**config.mk**
```make
export PLATFORM = sky130hd
export DESIGN_NAME = decode_stage
export DESIGN_NICKNAME = d
export VERILOG_FILES = /design/src/mips_decode_pkg.sv /design/src/branch_jump_unit.sv /design/src/decode_stage.sv /design/src/main_control.sv /design/src/register_bank.sv /design/src/target_gen.sv
export SDC_FILE = /design/constraint.sdc
export NUM_CORES = 2
export LEC_CHECK = 0
export BUFFER_PORTS_ARGS = -buffer_cell sky130_fd_sc_hd__buf_4
export CORE_UTILIZATION = 50
export CTS_CLUSTER_SIZE = 30
export DETAILED_ROUTE_END_ITERATION = 12
export PLACE_DENSITY = 0.7
export SLEW_MARGIN = 20
export SYNTH_ARGS = -nofsm -noshare
export SYNTH_HDL_FRONTEND = slang
export SYNTH_HIERARCHICAL = 1
export SYNTH_SLANG_ARGS = --single-unit
export TNS_END_PERCENT = 100
```
**constraint.sdc**
```tcl
create_clock -name i_clk -period 5.52 [get_ports i_clk]
set_input_delay 1.38 -clock i_clk [delete_from_list [all_inputs] [get_ports i_clk]]
set_output_delay 1.38 -clock i_clk [all_outputs]
set_load 0.01 [all_outputs]
```
**src/mips_decode_pkg.sv**
```systemverilog
// opcode and function codes, control enums, decode stage structs
package mips_decode_pkg;

	// ========================================================================
	// instruction encodings
	// ========================================================================
	localparam logic [5:0] OP_RTYPE  = 6'h00;
	localparam logic [5:0] OP_REGIMM = 6'h01;
	localparam logic [5:0] OP_J      = 6'h02;
	localparam logic [5:0] OP_JAL    = 6'h03;
	localparam logic [5:0] OP_BEQ    = 6'h04;
	localparam logic [5:0] OP_BNE    = 6'h05;
	localparam logic [5:0] OP_BLEZ   = 6'h06;
	localparam logic [5:0] OP_BGTZ   = 6'h07;
	localparam logic [5:0] OP_ADDI   = 6'h08;
	localparam logic [5:0] OP_SLTI   = 6'h0a;
	localparam logic [5:0] OP_ANDI   = 6'h0c;
	localparam logic [5:0] OP_ORI    = 6'h0d;
	localparam logic [5:0] OP_LB     = 6'h20;
	localparam logic [5:0] OP_LW     = 6'h23;
	localparam logic [5:0] OP_LBU    = 6'h24;
	localparam logic [5:0] OP_SW     = 6'h2b;

	// r-type function field
	localparam logic [5:0] FN_JR   = 6'h08;
	localparam logic [5:0] FN_JALR = 6'h09;
	localparam logic [5:0] FN_ADD  = 6'h20;
	localparam logic [5:0] FN_SUB  = 6'h22;
	localparam logic [5:0] FN_AND  = 6'h24;
	localparam logic [5:0] FN_OR   = 6'h25;
	localparam logic [5:0] FN_SLT  = 6'h2a;

	localparam int REG_COUNT = 32;

	// ========================================================================
	// control encodings
	// ========================================================================
	// ALU_FUNCT defers the choice to execute, which reads the function field
	typedef enum logic [3:0] {
		ALU_ADD   = 4'd0,
		ALU_SUB   = 4'd1,
		ALU_AND   = 4'd2,
		ALU_OR    = 4'd3,
		ALU_SLT   = 4'd4,
		ALU_FUNCT = 4'd5
	} alu_op_e;

	typedef enum logic [2:0] {
		BR_NONE = 3'd0,
		BR_EQ   = 3'd1,
		BR_NE   = 3'd2,
		BR_LEZ  = 3'd3,
		BR_GTZ  = 3'd4,
		BR_LTZ  = 3'd5,
		BR_GEZ  = 3'd6
	} branch_op_e;

	typedef enum logic [1:0] {
		JMP_NONE = 2'd0,
		JMP_IMM  = 2'd1,
		JMP_REG  = 2'd2
	} jump_sel_e;

	typedef enum logic [1:0] {
		LD_WORD  = 2'd0,
		LD_BYTE  = 2'd1,
		LD_UBYTE = 2'd2
	} load_sel_e;

	// ========================================================================
	// stage bundles
	// ========================================================================
	typedef struct packed {
		alu_op_e alu_op;
		logic    alu_src_imm;
		logic    reg_dst_rd;
		logic    alu_pc4;
	} ex_ctrl_t;

	typedef struct packed {
		logic mem_read;
		logic mem_write;
	} mem_ctrl_t;

	typedef struct packed {
		logic      reg_write;
		logic      mem_to_reg;
		load_sel_e load_sel;
	} wb_ctrl_t;

	typedef struct packed {
		ex_ctrl_t    ex;
		mem_ctrl_t   mem;
		wb_ctrl_t    wb;
		logic [31:0] rs_data;
		logic [31:0] rt_data;
		logic [31:0] imm_ext;
		logic [31:0] pc4;
		logic [4:0]  rs_addr;
		logic [4:0]  rt_addr;
		logic [4:0]  rd_addr;
	} id_ex_t;

	typedef struct packed {
		logic        en;
		logic [4:0]  addr;
		logic [31:0] data;
	} wb_write_t;

	typedef struct packed {
		logic        branch_taken;
		jump_sel_e   jump_sel;
		logic [31:0] branch_target;
		logic [31:0] jump_target;
	} redirect_t;

endpackage

```
**src/branch_jump_unit.sv**
```systemverilog
// branch condition decode and compare, jump kind select, link flag
`timescale 1ns/100ps

module branch_jump_unit import mips_decode_pkg::*; (
	input  logic [5:0]  i_opcode,
	input  logic [5:0]  i_funct,
	input  logic        i_rt_bit0,
	input  logic [31:0] i_rs_data,
	input  logic [31:0] i_rt_data,
	output logic        o_branch_taken,
	output jump_sel_e   o_jump_sel,
	output logic        o_link
);

	branch_op_e br_op;
	logic       is_jr;
	logic       is_jalr;

	assign is_jr   = (i_opcode == OP_RTYPE) && (i_funct == FN_JR);
	assign is_jalr = (i_opcode == OP_RTYPE) && (i_funct == FN_JALR);

	// branch kind, regimm picks ltz/gez from rt bit 16
	always_comb begin
		case (i_opcode)
			OP_BEQ:    br_op = BR_EQ;
			OP_BNE:    br_op = BR_NE;
			OP_BLEZ:   br_op = BR_LEZ;
			OP_BGTZ:   br_op = BR_GTZ;
			OP_REGIMM: br_op = i_rt_bit0 ? BR_GEZ : BR_LTZ;
			default:   br_op = BR_NONE;
		endcase
	end

	// ========================================================================
	// condition evaluation
	// ========================================================================
	always_comb begin
		case (br_op)
			BR_EQ:   o_branch_taken = (i_rs_data == i_rt_data);
			BR_NE:   o_branch_taken = (i_rs_data != i_rt_data);
			BR_LEZ:  o_branch_taken = ($signed(i_rs_data) <= 32'sd0);
			BR_GTZ:  o_branch_taken = ($signed(i_rs_data) >  32'sd0);
			BR_LTZ:  o_branch_taken = i_rs_data[31];
			BR_GEZ:  o_branch_taken = !i_rs_data[31];
			default: o_branch_taken = 1'b0;
		endcase
	end

	// jump kind
	always_comb begin
		if ((i_opcode == OP_J) || (i_opcode == OP_JAL))
			o_jump_sel = JMP_IMM;
		else if (is_jr || is_jalr)
			o_jump_sel = JMP_REG;
		else
			o_jump_sel = JMP_NONE;
	end

	assign o_link = (i_opcode == OP_JAL) || is_jalr;

endmodule

```
**src/decode_stage.sv**
```systemverilog
// decode stage top: field slicing, sub-block wiring, id/ex pipeline register, redirect
`timescale 1ns/100ps

module decode_stage import mips_decode_pkg::*; (
	input  logic        i_clk,
	input  logic        i_nrst,
	input  logic [31:0] i_pc4,
	input  logic [31:0] i_instr,
	input  wb_write_t   i_wb,
	output id_ex_t      o_id_ex,
	output redirect_t   o_redirect
);

	// instruction fields
	logic [5:0]  opcode;
	logic [5:0]  funct;
	logic [4:0]  rs_addr;
	logic [4:0]  rt_addr;
	logic [4:0]  rd_addr;
	logic [15:0] imm;
	logic [25:0] index;

	ex_ctrl_t    ex_ctrl;
	mem_ctrl_t   mem_ctrl;
	wb_ctrl_t    wb_ctrl;
	logic        sign_ext;
	logic [31:0] rs_data;
	logic [31:0] rt_data;
	logic        branch_taken;
	jump_sel_e   jump_sel;
	logic        link;
	logic [31:0] imm_ext;
	logic [31:0] branch_target;
	logic [31:0] jump_target_imm;
	logic [31:0] jump_target_reg;
	id_ex_t      id_ex_d;
	id_ex_t      id_ex_q;

	assign opcode  = i_instr[31:26];
	assign rs_addr = i_instr[25:21];
	assign rt_addr = i_instr[20:16];
	assign imm     = i_instr[15:0];
	assign index   = i_instr[25:0];
	assign funct   = i_instr[5:0];

	// jal has no rd field, it links into r31
	assign rd_addr = (link && (jump_sel == JMP_IMM)) ? 5'd31 : i_instr[15:11];

	// ========================================================================
	// sub-blocks
	// ========================================================================
	main_control u_main_control (
		.i_opcode   (opcode),
		.i_funct    (funct),
		.o_ex       (ex_ctrl),
		.o_mem      (mem_ctrl),
		.o_wb       (wb_ctrl),
		.o_sign_ext (sign_ext)
	);

	branch_jump_unit u_branch_jump_unit (
		.i_opcode       (opcode),
		.i_funct        (funct),
		.i_rt_bit0      (i_instr[16]),
		.i_rs_data      (rs_data),
		.i_rt_data      (rt_data),
		.o_branch_taken (branch_taken),
		.o_jump_sel     (jump_sel),
		.o_link         (link)
	);

	register_bank u_register_bank (
		.i_clk     (i_clk),
		.i_nrst    (i_nrst),
		.i_rs_addr (rs_addr),
		.i_rt_addr (rt_addr),
		.i_wb      (i_wb),
		.o_rs_data (rs_data),
		.o_rt_data (rt_data)
	);

	target_gen u_target_gen (
		.i_imm             (imm),
		.i_sign_ext        (sign_ext),
		.i_index           (index),
		.i_pc4             (i_pc4),
		.i_rs_data         (rs_data),
		.o_imm_ext         (imm_ext),
		.o_branch_target   (branch_target),
		.o_jump_target_imm (jump_target_imm),
		.o_jump_target_reg (jump_target_reg)
	);

	// ========================================================================
	// id/ex pipeline register
	// ========================================================================
	always_comb begin
		id_ex_d              = '0;
		id_ex_d.ex           = ex_ctrl;
		id_ex_d.ex.alu_pc4   = link;
		id_ex_d.mem          = mem_ctrl;
		id_ex_d.wb           = wb_ctrl;
		id_ex_d.wb.reg_write = wb_ctrl.reg_write | link;
		id_ex_d.rs_data      = rs_data;
		id_ex_d.rt_data      = rt_data;
		id_ex_d.imm_ext      = imm_ext;
		id_ex_d.pc4          = i_pc4;
		id_ex_d.rs_addr      = rs_addr;
		id_ex_d.rt_addr      = rt_addr;
		id_ex_d.rd_addr      = rd_addr;
	end

	always_ff @(posedge i_clk or negedge i_nrst) begin
		if (!i_nrst)
			id_ex_q <= '0;
		else
			id_ex_q <= id_ex_d;
	end

	assign o_id_ex = id_ex_q;

	// redirect back to fetch, same cycle
	assign o_redirect.branch_taken  = branch_taken;
	assign o_redirect.jump_sel      = jump_sel;
	assign o_redirect.branch_target = branch_target;
	assign o_redirect.jump_target   = (jump_sel == JMP_REG) ? jump_target_reg : jump_target_imm;

endmodule

```
**src/main_control.sv**
```systemverilog
// main control decoder: execute, memory and write-back control plus extension mode
`timescale 1ns/100ps

module main_control import mips_decode_pkg::*; (
	input  logic [5:0] i_opcode,
	input  logic [5:0] i_funct,
	output ex_ctrl_t   o_ex,
	output mem_ctrl_t  o_mem,
	output wb_ctrl_t   o_wb,
	output logic       o_sign_ext
);

	always_comb begin
		// unknown opcodes fall through with everything off
		o_ex       = '0;
		o_mem      = '0;
		o_wb       = '0;
		o_sign_ext = 1'b0;

		case (i_opcode)
			OP_RTYPE: begin
				o_ex.alu_op     = ALU_FUNCT;
				o_ex.reg_dst_rd = 1'b1;
				// jr only redirects, jalr writes its link into rd
				o_wb.reg_write  = (i_funct != FN_JR);
			end
			OP_ADDI, OP_SLTI: begin
				o_ex.alu_op      = (i_opcode == OP_SLTI) ? ALU_SLT : ALU_ADD;
				o_ex.alu_src_imm = 1'b1;
				o_wb.reg_write   = 1'b1;
				o_sign_ext       = 1'b1;
			end
			OP_ANDI, OP_ORI: begin
				o_ex.alu_op      = (i_opcode == OP_ORI) ? ALU_OR : ALU_AND;
				o_ex.alu_src_imm = 1'b1;
				o_wb.reg_write   = 1'b1;
			end
			OP_LW, OP_LB, OP_LBU: begin
				o_ex.alu_op      = ALU_ADD;
				o_ex.alu_src_imm = 1'b1;
				o_mem.mem_read   = 1'b1;
				o_wb.reg_write   = 1'b1;
				o_wb.mem_to_reg  = 1'b1;
				o_wb.load_sel    = (i_opcode == OP_LB)  ? LD_BYTE :
				                   (i_opcode == OP_LBU) ? LD_UBYTE : LD_WORD;
				o_sign_ext       = 1'b1;
			end
			OP_SW: begin
				o_ex.alu_op      = ALU_ADD;
				o_ex.alu_src_imm = 1'b1;
				o_mem.mem_write  = 1'b1;
				o_sign_ext       = 1'b1;
			end
			// branch offsets are signed
			OP_BEQ, OP_BNE, OP_BLEZ, OP_BGTZ, OP_REGIMM: begin
				o_sign_ext = 1'b1;
			end
			OP_JAL: begin
				// destination is forced to r31 at the stage top
				o_ex.reg_dst_rd = 1'b1;
				o_wb.reg_write  = 1'b1;
			end
			default: begin
			end
		endcase
	end

endmodule

```
**src/register_bank.sv**
```systemverilog
// 32x32 register file, two read ports, one write port, write-through bypass
`timescale 1ns/100ps

module register_bank import mips_decode_pkg::*; (
	input  logic        i_clk,
	input  logic        i_nrst,
	input  logic [4:0]  i_rs_addr,
	input  logic [4:0]  i_rt_addr,
	input  wb_write_t   i_wb,
	output logic [31:0] o_rs_data,
	output logic [31:0] o_rt_data
);

	logic [REG_COUNT-1:0][31:0] regs;
	logic                       wr_valid;

	// r0 is never written
	assign wr_valid = i_wb.en && (i_wb.addr != 5'd0);

	always_ff @(posedge i_clk or negedge i_nrst) begin
		if (!i_nrst) begin
			regs <= '0;
		end else if (wr_valid) begin
			regs[i_wb.addr] <= i_wb.data;
		end
	end

	// ========================================================================
	// read ports
	// ========================================================================
	// a write in flight is returned directly so decode sees it this cycle
	always_comb begin
		if (i_rs_addr == 5'd0)
			o_rs_data = '0;
		else if (wr_valid && (i_wb.addr == i_rs_addr))
			o_rs_data = i_wb.data;
		else
			o_rs_data = regs[i_rs_addr];

		if (i_rt_addr == 5'd0)
			o_rt_data = '0;
		else if (wr_valid && (i_wb.addr == i_rt_addr))
			o_rt_data = i_wb.data;
		else
			o_rt_data = regs[i_rt_addr];
	end

endmodule

```
**src/target_gen.sv**
```systemverilog
// immediate extension, branch target adder, jump target forming
`timescale 1ns/100ps

module target_gen (
	input  logic [15:0] i_imm,
	input  logic        i_sign_ext,
	input  logic [25:0] i_index,
	input  logic [31:0] i_pc4,
	input  logic [31:0] i_rs_data,
	output logic [31:0] o_imm_ext,
	output logic [31:0] o_branch_target,
	output logic [31:0] o_jump_target_imm,
	output logic [31:0] o_jump_target_reg
);

	logic [31:0] imm_sext;
	logic [31:0] offset;

	assign imm_sext = {{16{i_imm[15]}}, i_imm};

	// andi/ori take the zero-extended form
	assign o_imm_ext = i_sign_ext ? imm_sext : {16'h0000, i_imm};

	// word offset, always signed
	assign offset          = {imm_sext[29:0], 2'b00};
	assign o_branch_target = i_pc4 + offset;

	// region of pc+4 with the 26-bit word index
	assign o_jump_target_imm = {i_pc4[31:28], i_index, 2'b00};
	assign o_jump_target_reg = i_rs_data;

endmodule

```
After elaboration in Yosys (flattened, before gate mapping)
Index checks and enable logic that the tools add are counted.
Widths: inputs -> output; s select.
- multiply operators: 0
- div/mod/pow operators: 0
- add/sub/neg operators: 1
- mux-type cells: 31
- magnitude comparators: 6
- reductions and logical operators: 22
- bitwise logic cells: 1
- eq/ne operators: 30
- shifts and indexed selects: 0
- operators by type and width (operator ; count):
    $bwmux 1024 ; 1
    $bmux 32 s5 ; 2
    $mux 32 ; 9
    $demux 32 s5 ; 1
    $eq 6x4->1 const B ; 6
    $add 32x32->32 ; 1
    $eq 32x32->1 ; 1
    $gt 32x1->1 const B ; 1
    $le 32x1->1 const B ; 1
    $ne 32x32->1 ; 1
    $eq 6x3->1 const B ; 4
    $eq 6x6->1 const B ; 4
    $lt 5x6->1 const B ; 3
    $reduce_or 8->1 ; 2
    $pmux 3 s5 ; 1
    $eq 6x2->1 const B ; 2
    $pmux 4 s3 ; 1
    $reduce_or 11->1 ; 1
    $eq 5x5->1 ; 2
    $logic_not 5->1 ; 2
    $mux 2 ; 5
    $eq 3x3->1 const B ; 3
    $logic_and 1x1->1 ; 7
    $eq 3x2->1 const B ; 2
    18 further kinds ; 28
- bits in read-only memories: 0
- latch bits: 0
- register bits: 1180
- word-level logic and storage cells: 139
- memories kept: 0
- bits in writable memories: 0
- bits of input ports: 104

Depth between registers and ports, before layout
- depth in word-level cells: 8
- mapped depth: 17

Modules after synthesis
Netlist, hierarchy kept.
- by module, submodules not included (module ; cells an instance ; area each (um^2) ; times used):
    register_bank ; 3800 ; 55052.8 ; 1
    decode_stage ; 201 ; 4506.8 ; 1
    target_gen ; 322 ; 2338.5 ; 1
    branch_jump_unit ; 84 ; 629.4 ; 1
    main_control ; 48 ; 306.5 ; 1

Worst setup path before layout
OpenSTA, ideal clock, no wires.
- path type: input to output
- start point: input i_instr[21]
- end point: output o_redirect[66] (netlist bit)
- stages: 14
- data arrival time: 4.157 ns
- buffers on the path: 4
- slack: -0.017 ns
- data required time: 4.140 ns
- cell sequence: buf_6 > buf_2 > buf_2 > mux4_2 > a22oi_1 > nand2_1 > a32o_1 > nor4_1 > nand4_1 > nor2_2 > a211oi_2 > a311oi_2 > nor3_2 > buf_4
- RTL lines (item ; RTL line ; source):
    start: declaration ; decode_stage.sv:8 ; input logic [31:0] i_instr,
    end: declaration ; decode_stage.sv:11 ; output redirect_t o_redirect

==> metrics.yaml <==
outcome:
  outcome: "finished with violations"
  failing_checks: "setup timing"
worst_setup_path:
  crit_path_end_kind: "output port"
  worst_r2r_startpoint: "u_register_bank/regs[948]"
  timing.rr.end: "o_id_ex[131]"
  setup.worst_path.start_class: "input pin"
  critical_path_required_time_ns: 4.14
  critPathCapture: "o_redirect[66]"
  cp.arrival_ns: 4.87
  worstSetupPathType: "input pin to output port"
  worst_reg_to_reg_cells: 6
  ff2ff_setup_slack_ns: 3.18
  critical_path_maximum_fanout: 8
  critPathLaunch: "i_instr[21]"
global_routing:
  maximum_number_of_pins_on_one_net_before_global_route_repair: 143
  antenna_found_initial: 10
  grt_use_total_pct: 36.2
  gr-total-overflow: 0
  first_global_vias: 45800
  grt_first_pass_wirelength_microns: 329000
cells_and_area:
  post_route_cells_drive_above_1_share_pct: 54.8
  final_net_count: 5110
  fillCellCount: 9298
  synthToLayoutAreaGrowth_pct: 20.3
  layout.cells.non_filler: 6713
route:
  detail_route.wl_per_cell_microns: 34.4
  route.final.wire_length_microns: 231000
  final_antenna_net_count: 0
  via_count_of_the_routed_design: 46000
  drc: 0
  drtIter0Drc: 6276
  firstDrtPassIters: 8
  vias_per_cell: 6.85
power:
  share_seq_of_total_power_pct: 43.3
  internal_power_mw: 18.7
  clock_network_fraction_of_total_power_pct: 33.2
  comb_power_share_pct: 23.5
  power_per_cell_area_nw_per_um2: 347
  total_leakage_power_nw: 33.9
  vdd_ir_drop_max_mv: 0.312
  switching_share_pct: 28.8
  net-switching-power_mw: 7.56
floorplanning:
  placementRows: 129
  top_level_ports: 327
  chipWidth_microns: 356
  core_sq_um: 124000
  die_h_microns: 356
  initial_utilization_pct: 50.6
  dieArea_sq_um: 127000
timing:
  setup_viol: 1
  min_period_over_period_pct: 113
  finalWorstPathRequiredPeriod_ns: 6.25
  worst-slew-pin-transition_ns: 1.09
  finalWorstSetupSlack_ns: -0.735
  max-slew-margin-rel_pct: 27.1
  final_hold_viol_count: 0
  rsz_0062_raised_after_global_routing: "true"
  drv_slew: 0
  f_max_ghz: 0.160
  timing.clock.skew_ns: 0.0248
clocking:
  tritoncts: "built"
  ctsRootBufferMaster: "clkbuf_16"
  ctsLongestPathBuffers: 3
  clk-insertion-delay-late_ns: 0.77
  cts.reportedPaths.clkPinSlew_ns: 0.06
  clock_sink_count: 1180
  numCtsBuffers: 132
  h-tree-depth: 4
  cts-hold-fix-buffers: 0
synth:
  postSynthCellCount: 4454
  yosys_warnings: 6
  synthesized_area_sq_um: 62800
  post_synth.cell_area_avg_sq_um: 14.1
job:
  cap_viol_max_count: 0
hold_path:
  worstHoldPathType: "register to register"
placed_design:
  place.detailed.hpwl_microns: 149000
  port_buffers: 326
  detailedPlace.worstSlack_ns: -1.16
  placedCellCount: 6430
  gp_congestion: 0.943
[timing repair]
item                       4_1_cts  5_1_grt
gates resized for setup        120       48
setup buffers                   29       13
pin swaps                       36       28
setup endpoints to repair       11        3
gates cloned                     8        0
[cell usage in the layout, fill, tap and decap left out, types with 20 or more instances in the layout]
cell and n:
nor2_1 61, buf_12 102, nor4_1 20, a211oi_1 35, o221ai_1 36, mux2i_1 224, xnor2_1 42, mux4_2 388
buf_6 27, mux2_4 31, nor3_1 24, a221oi_1 27, ha_1 29, a22oi_1 54, a21oi_1 61, a221o_1 20
clkbuf_8 30, o22ai_1 95, a32o_2 23, o21ai_0 36, nand2_1 93, mux2_2 1067, clkbuf_16 135, clkbuf_1 34
nor2_4 20, buf_4 795, dfrtp_1 1180
[through the flow]
step / hold slack (ns) / area [sq um] / total power, mW / TNS [ns] / util, %
after CTS: 0.396 / 75200 / 26.1 / -0.623 / 60.6
after floorplan: 0.441 / 62800 / 14.9 / 0 / -
after global routing: 0.409 / 75600 / 27.1 / -0.691 / 60.9
after detailed placement: 0.383 / 70000 / 17.2 / -1.84 / 56.4
after global placement: 0.377 / 70000 / 17.0 / -1.90 / 56.4
final: 0.398 / 75600 / 26.2 / -0.735 / 60.9
[power groups by stage]
stage	clock network [mW]	logic (mW)	registers (mW)
global route	9.14	6.44	11.5
global placement	0	5.69	11.3
finish	8.72	6.17	11.4
detailed placement	0	5.81	11.4
CTS	8.78	5.99	11.3
floorplan	0	3.82	11.1
[critical path: stages]
cell and delay (ns):
buf_16 0.19, buf_12 0.18, buf_4 0.14, mux4_2 0.49
mux2_2 0.30, a221o_1 0.30, a32o_1 0.29, xnor2_2 0.23
nand4_1 0.30, nor4_4 0.36, nand2_2 0.13, mux2i_1 0.15
nor3_2 0.24, buf_4 0.16
[state kept, by name (all words and copies together) (netlist names)]
| register | flops |
|---|---|
| u_register_bank/regs | 1024 |
| o_id_ex | 156 |
[how the worst min path moves through the flow]
stage | from | to | slack [ns] | cells after the start
finish | u_register_bank/regs[5] | u_register_bank/regs[5] | 0.40 | 0
global placement | u_register_bank/regs[15] | u_register_bank/regs[15] | 0.38 | 0
CTS | u_register_bank/regs[0] | u_register_bank/regs[0] | 0.40 | 0
global route | u_register_bank/regs[18] | u_register_bank/regs[18] | 0.41 | 0
floorplan | u_register_bank/regs[0] | u_register_bank/regs[0] | 0.44 | 1
detailed placement | u_register_bank/regs[25] | u_register_bank/regs[25] | 0.38 | 0
[per-layer routing]
metal / part of all wire, % / wire length (microns) / GRT usage (%)
met5: 0.073 / 168 / 0.593
met3: 12 / 28300 / 11.6
met4: 6.5 / 15100 / 22.2
met2: 44 / 102000 / 53.1
met1: 37 / 85400 / 46.8
[final cells by class]
cell class | count | area [sq um] | area share (%)
antenna | 4 | 10.0 | 0.0132
inverter | 17 | 63.8 | 0.0844
multi-input combinational | 2703 | 31000 | 41.0
clock buffer | 199 | 3920 | 5.18
tap | 1637 | 2050 | 2.71
clock inverter | 31 | 285 | 0.377
timing repair buffer | 942 | 8770 | 11.6
sequential | 1180 | 29500 | 39.1
(Power assumes the default switching activity.)
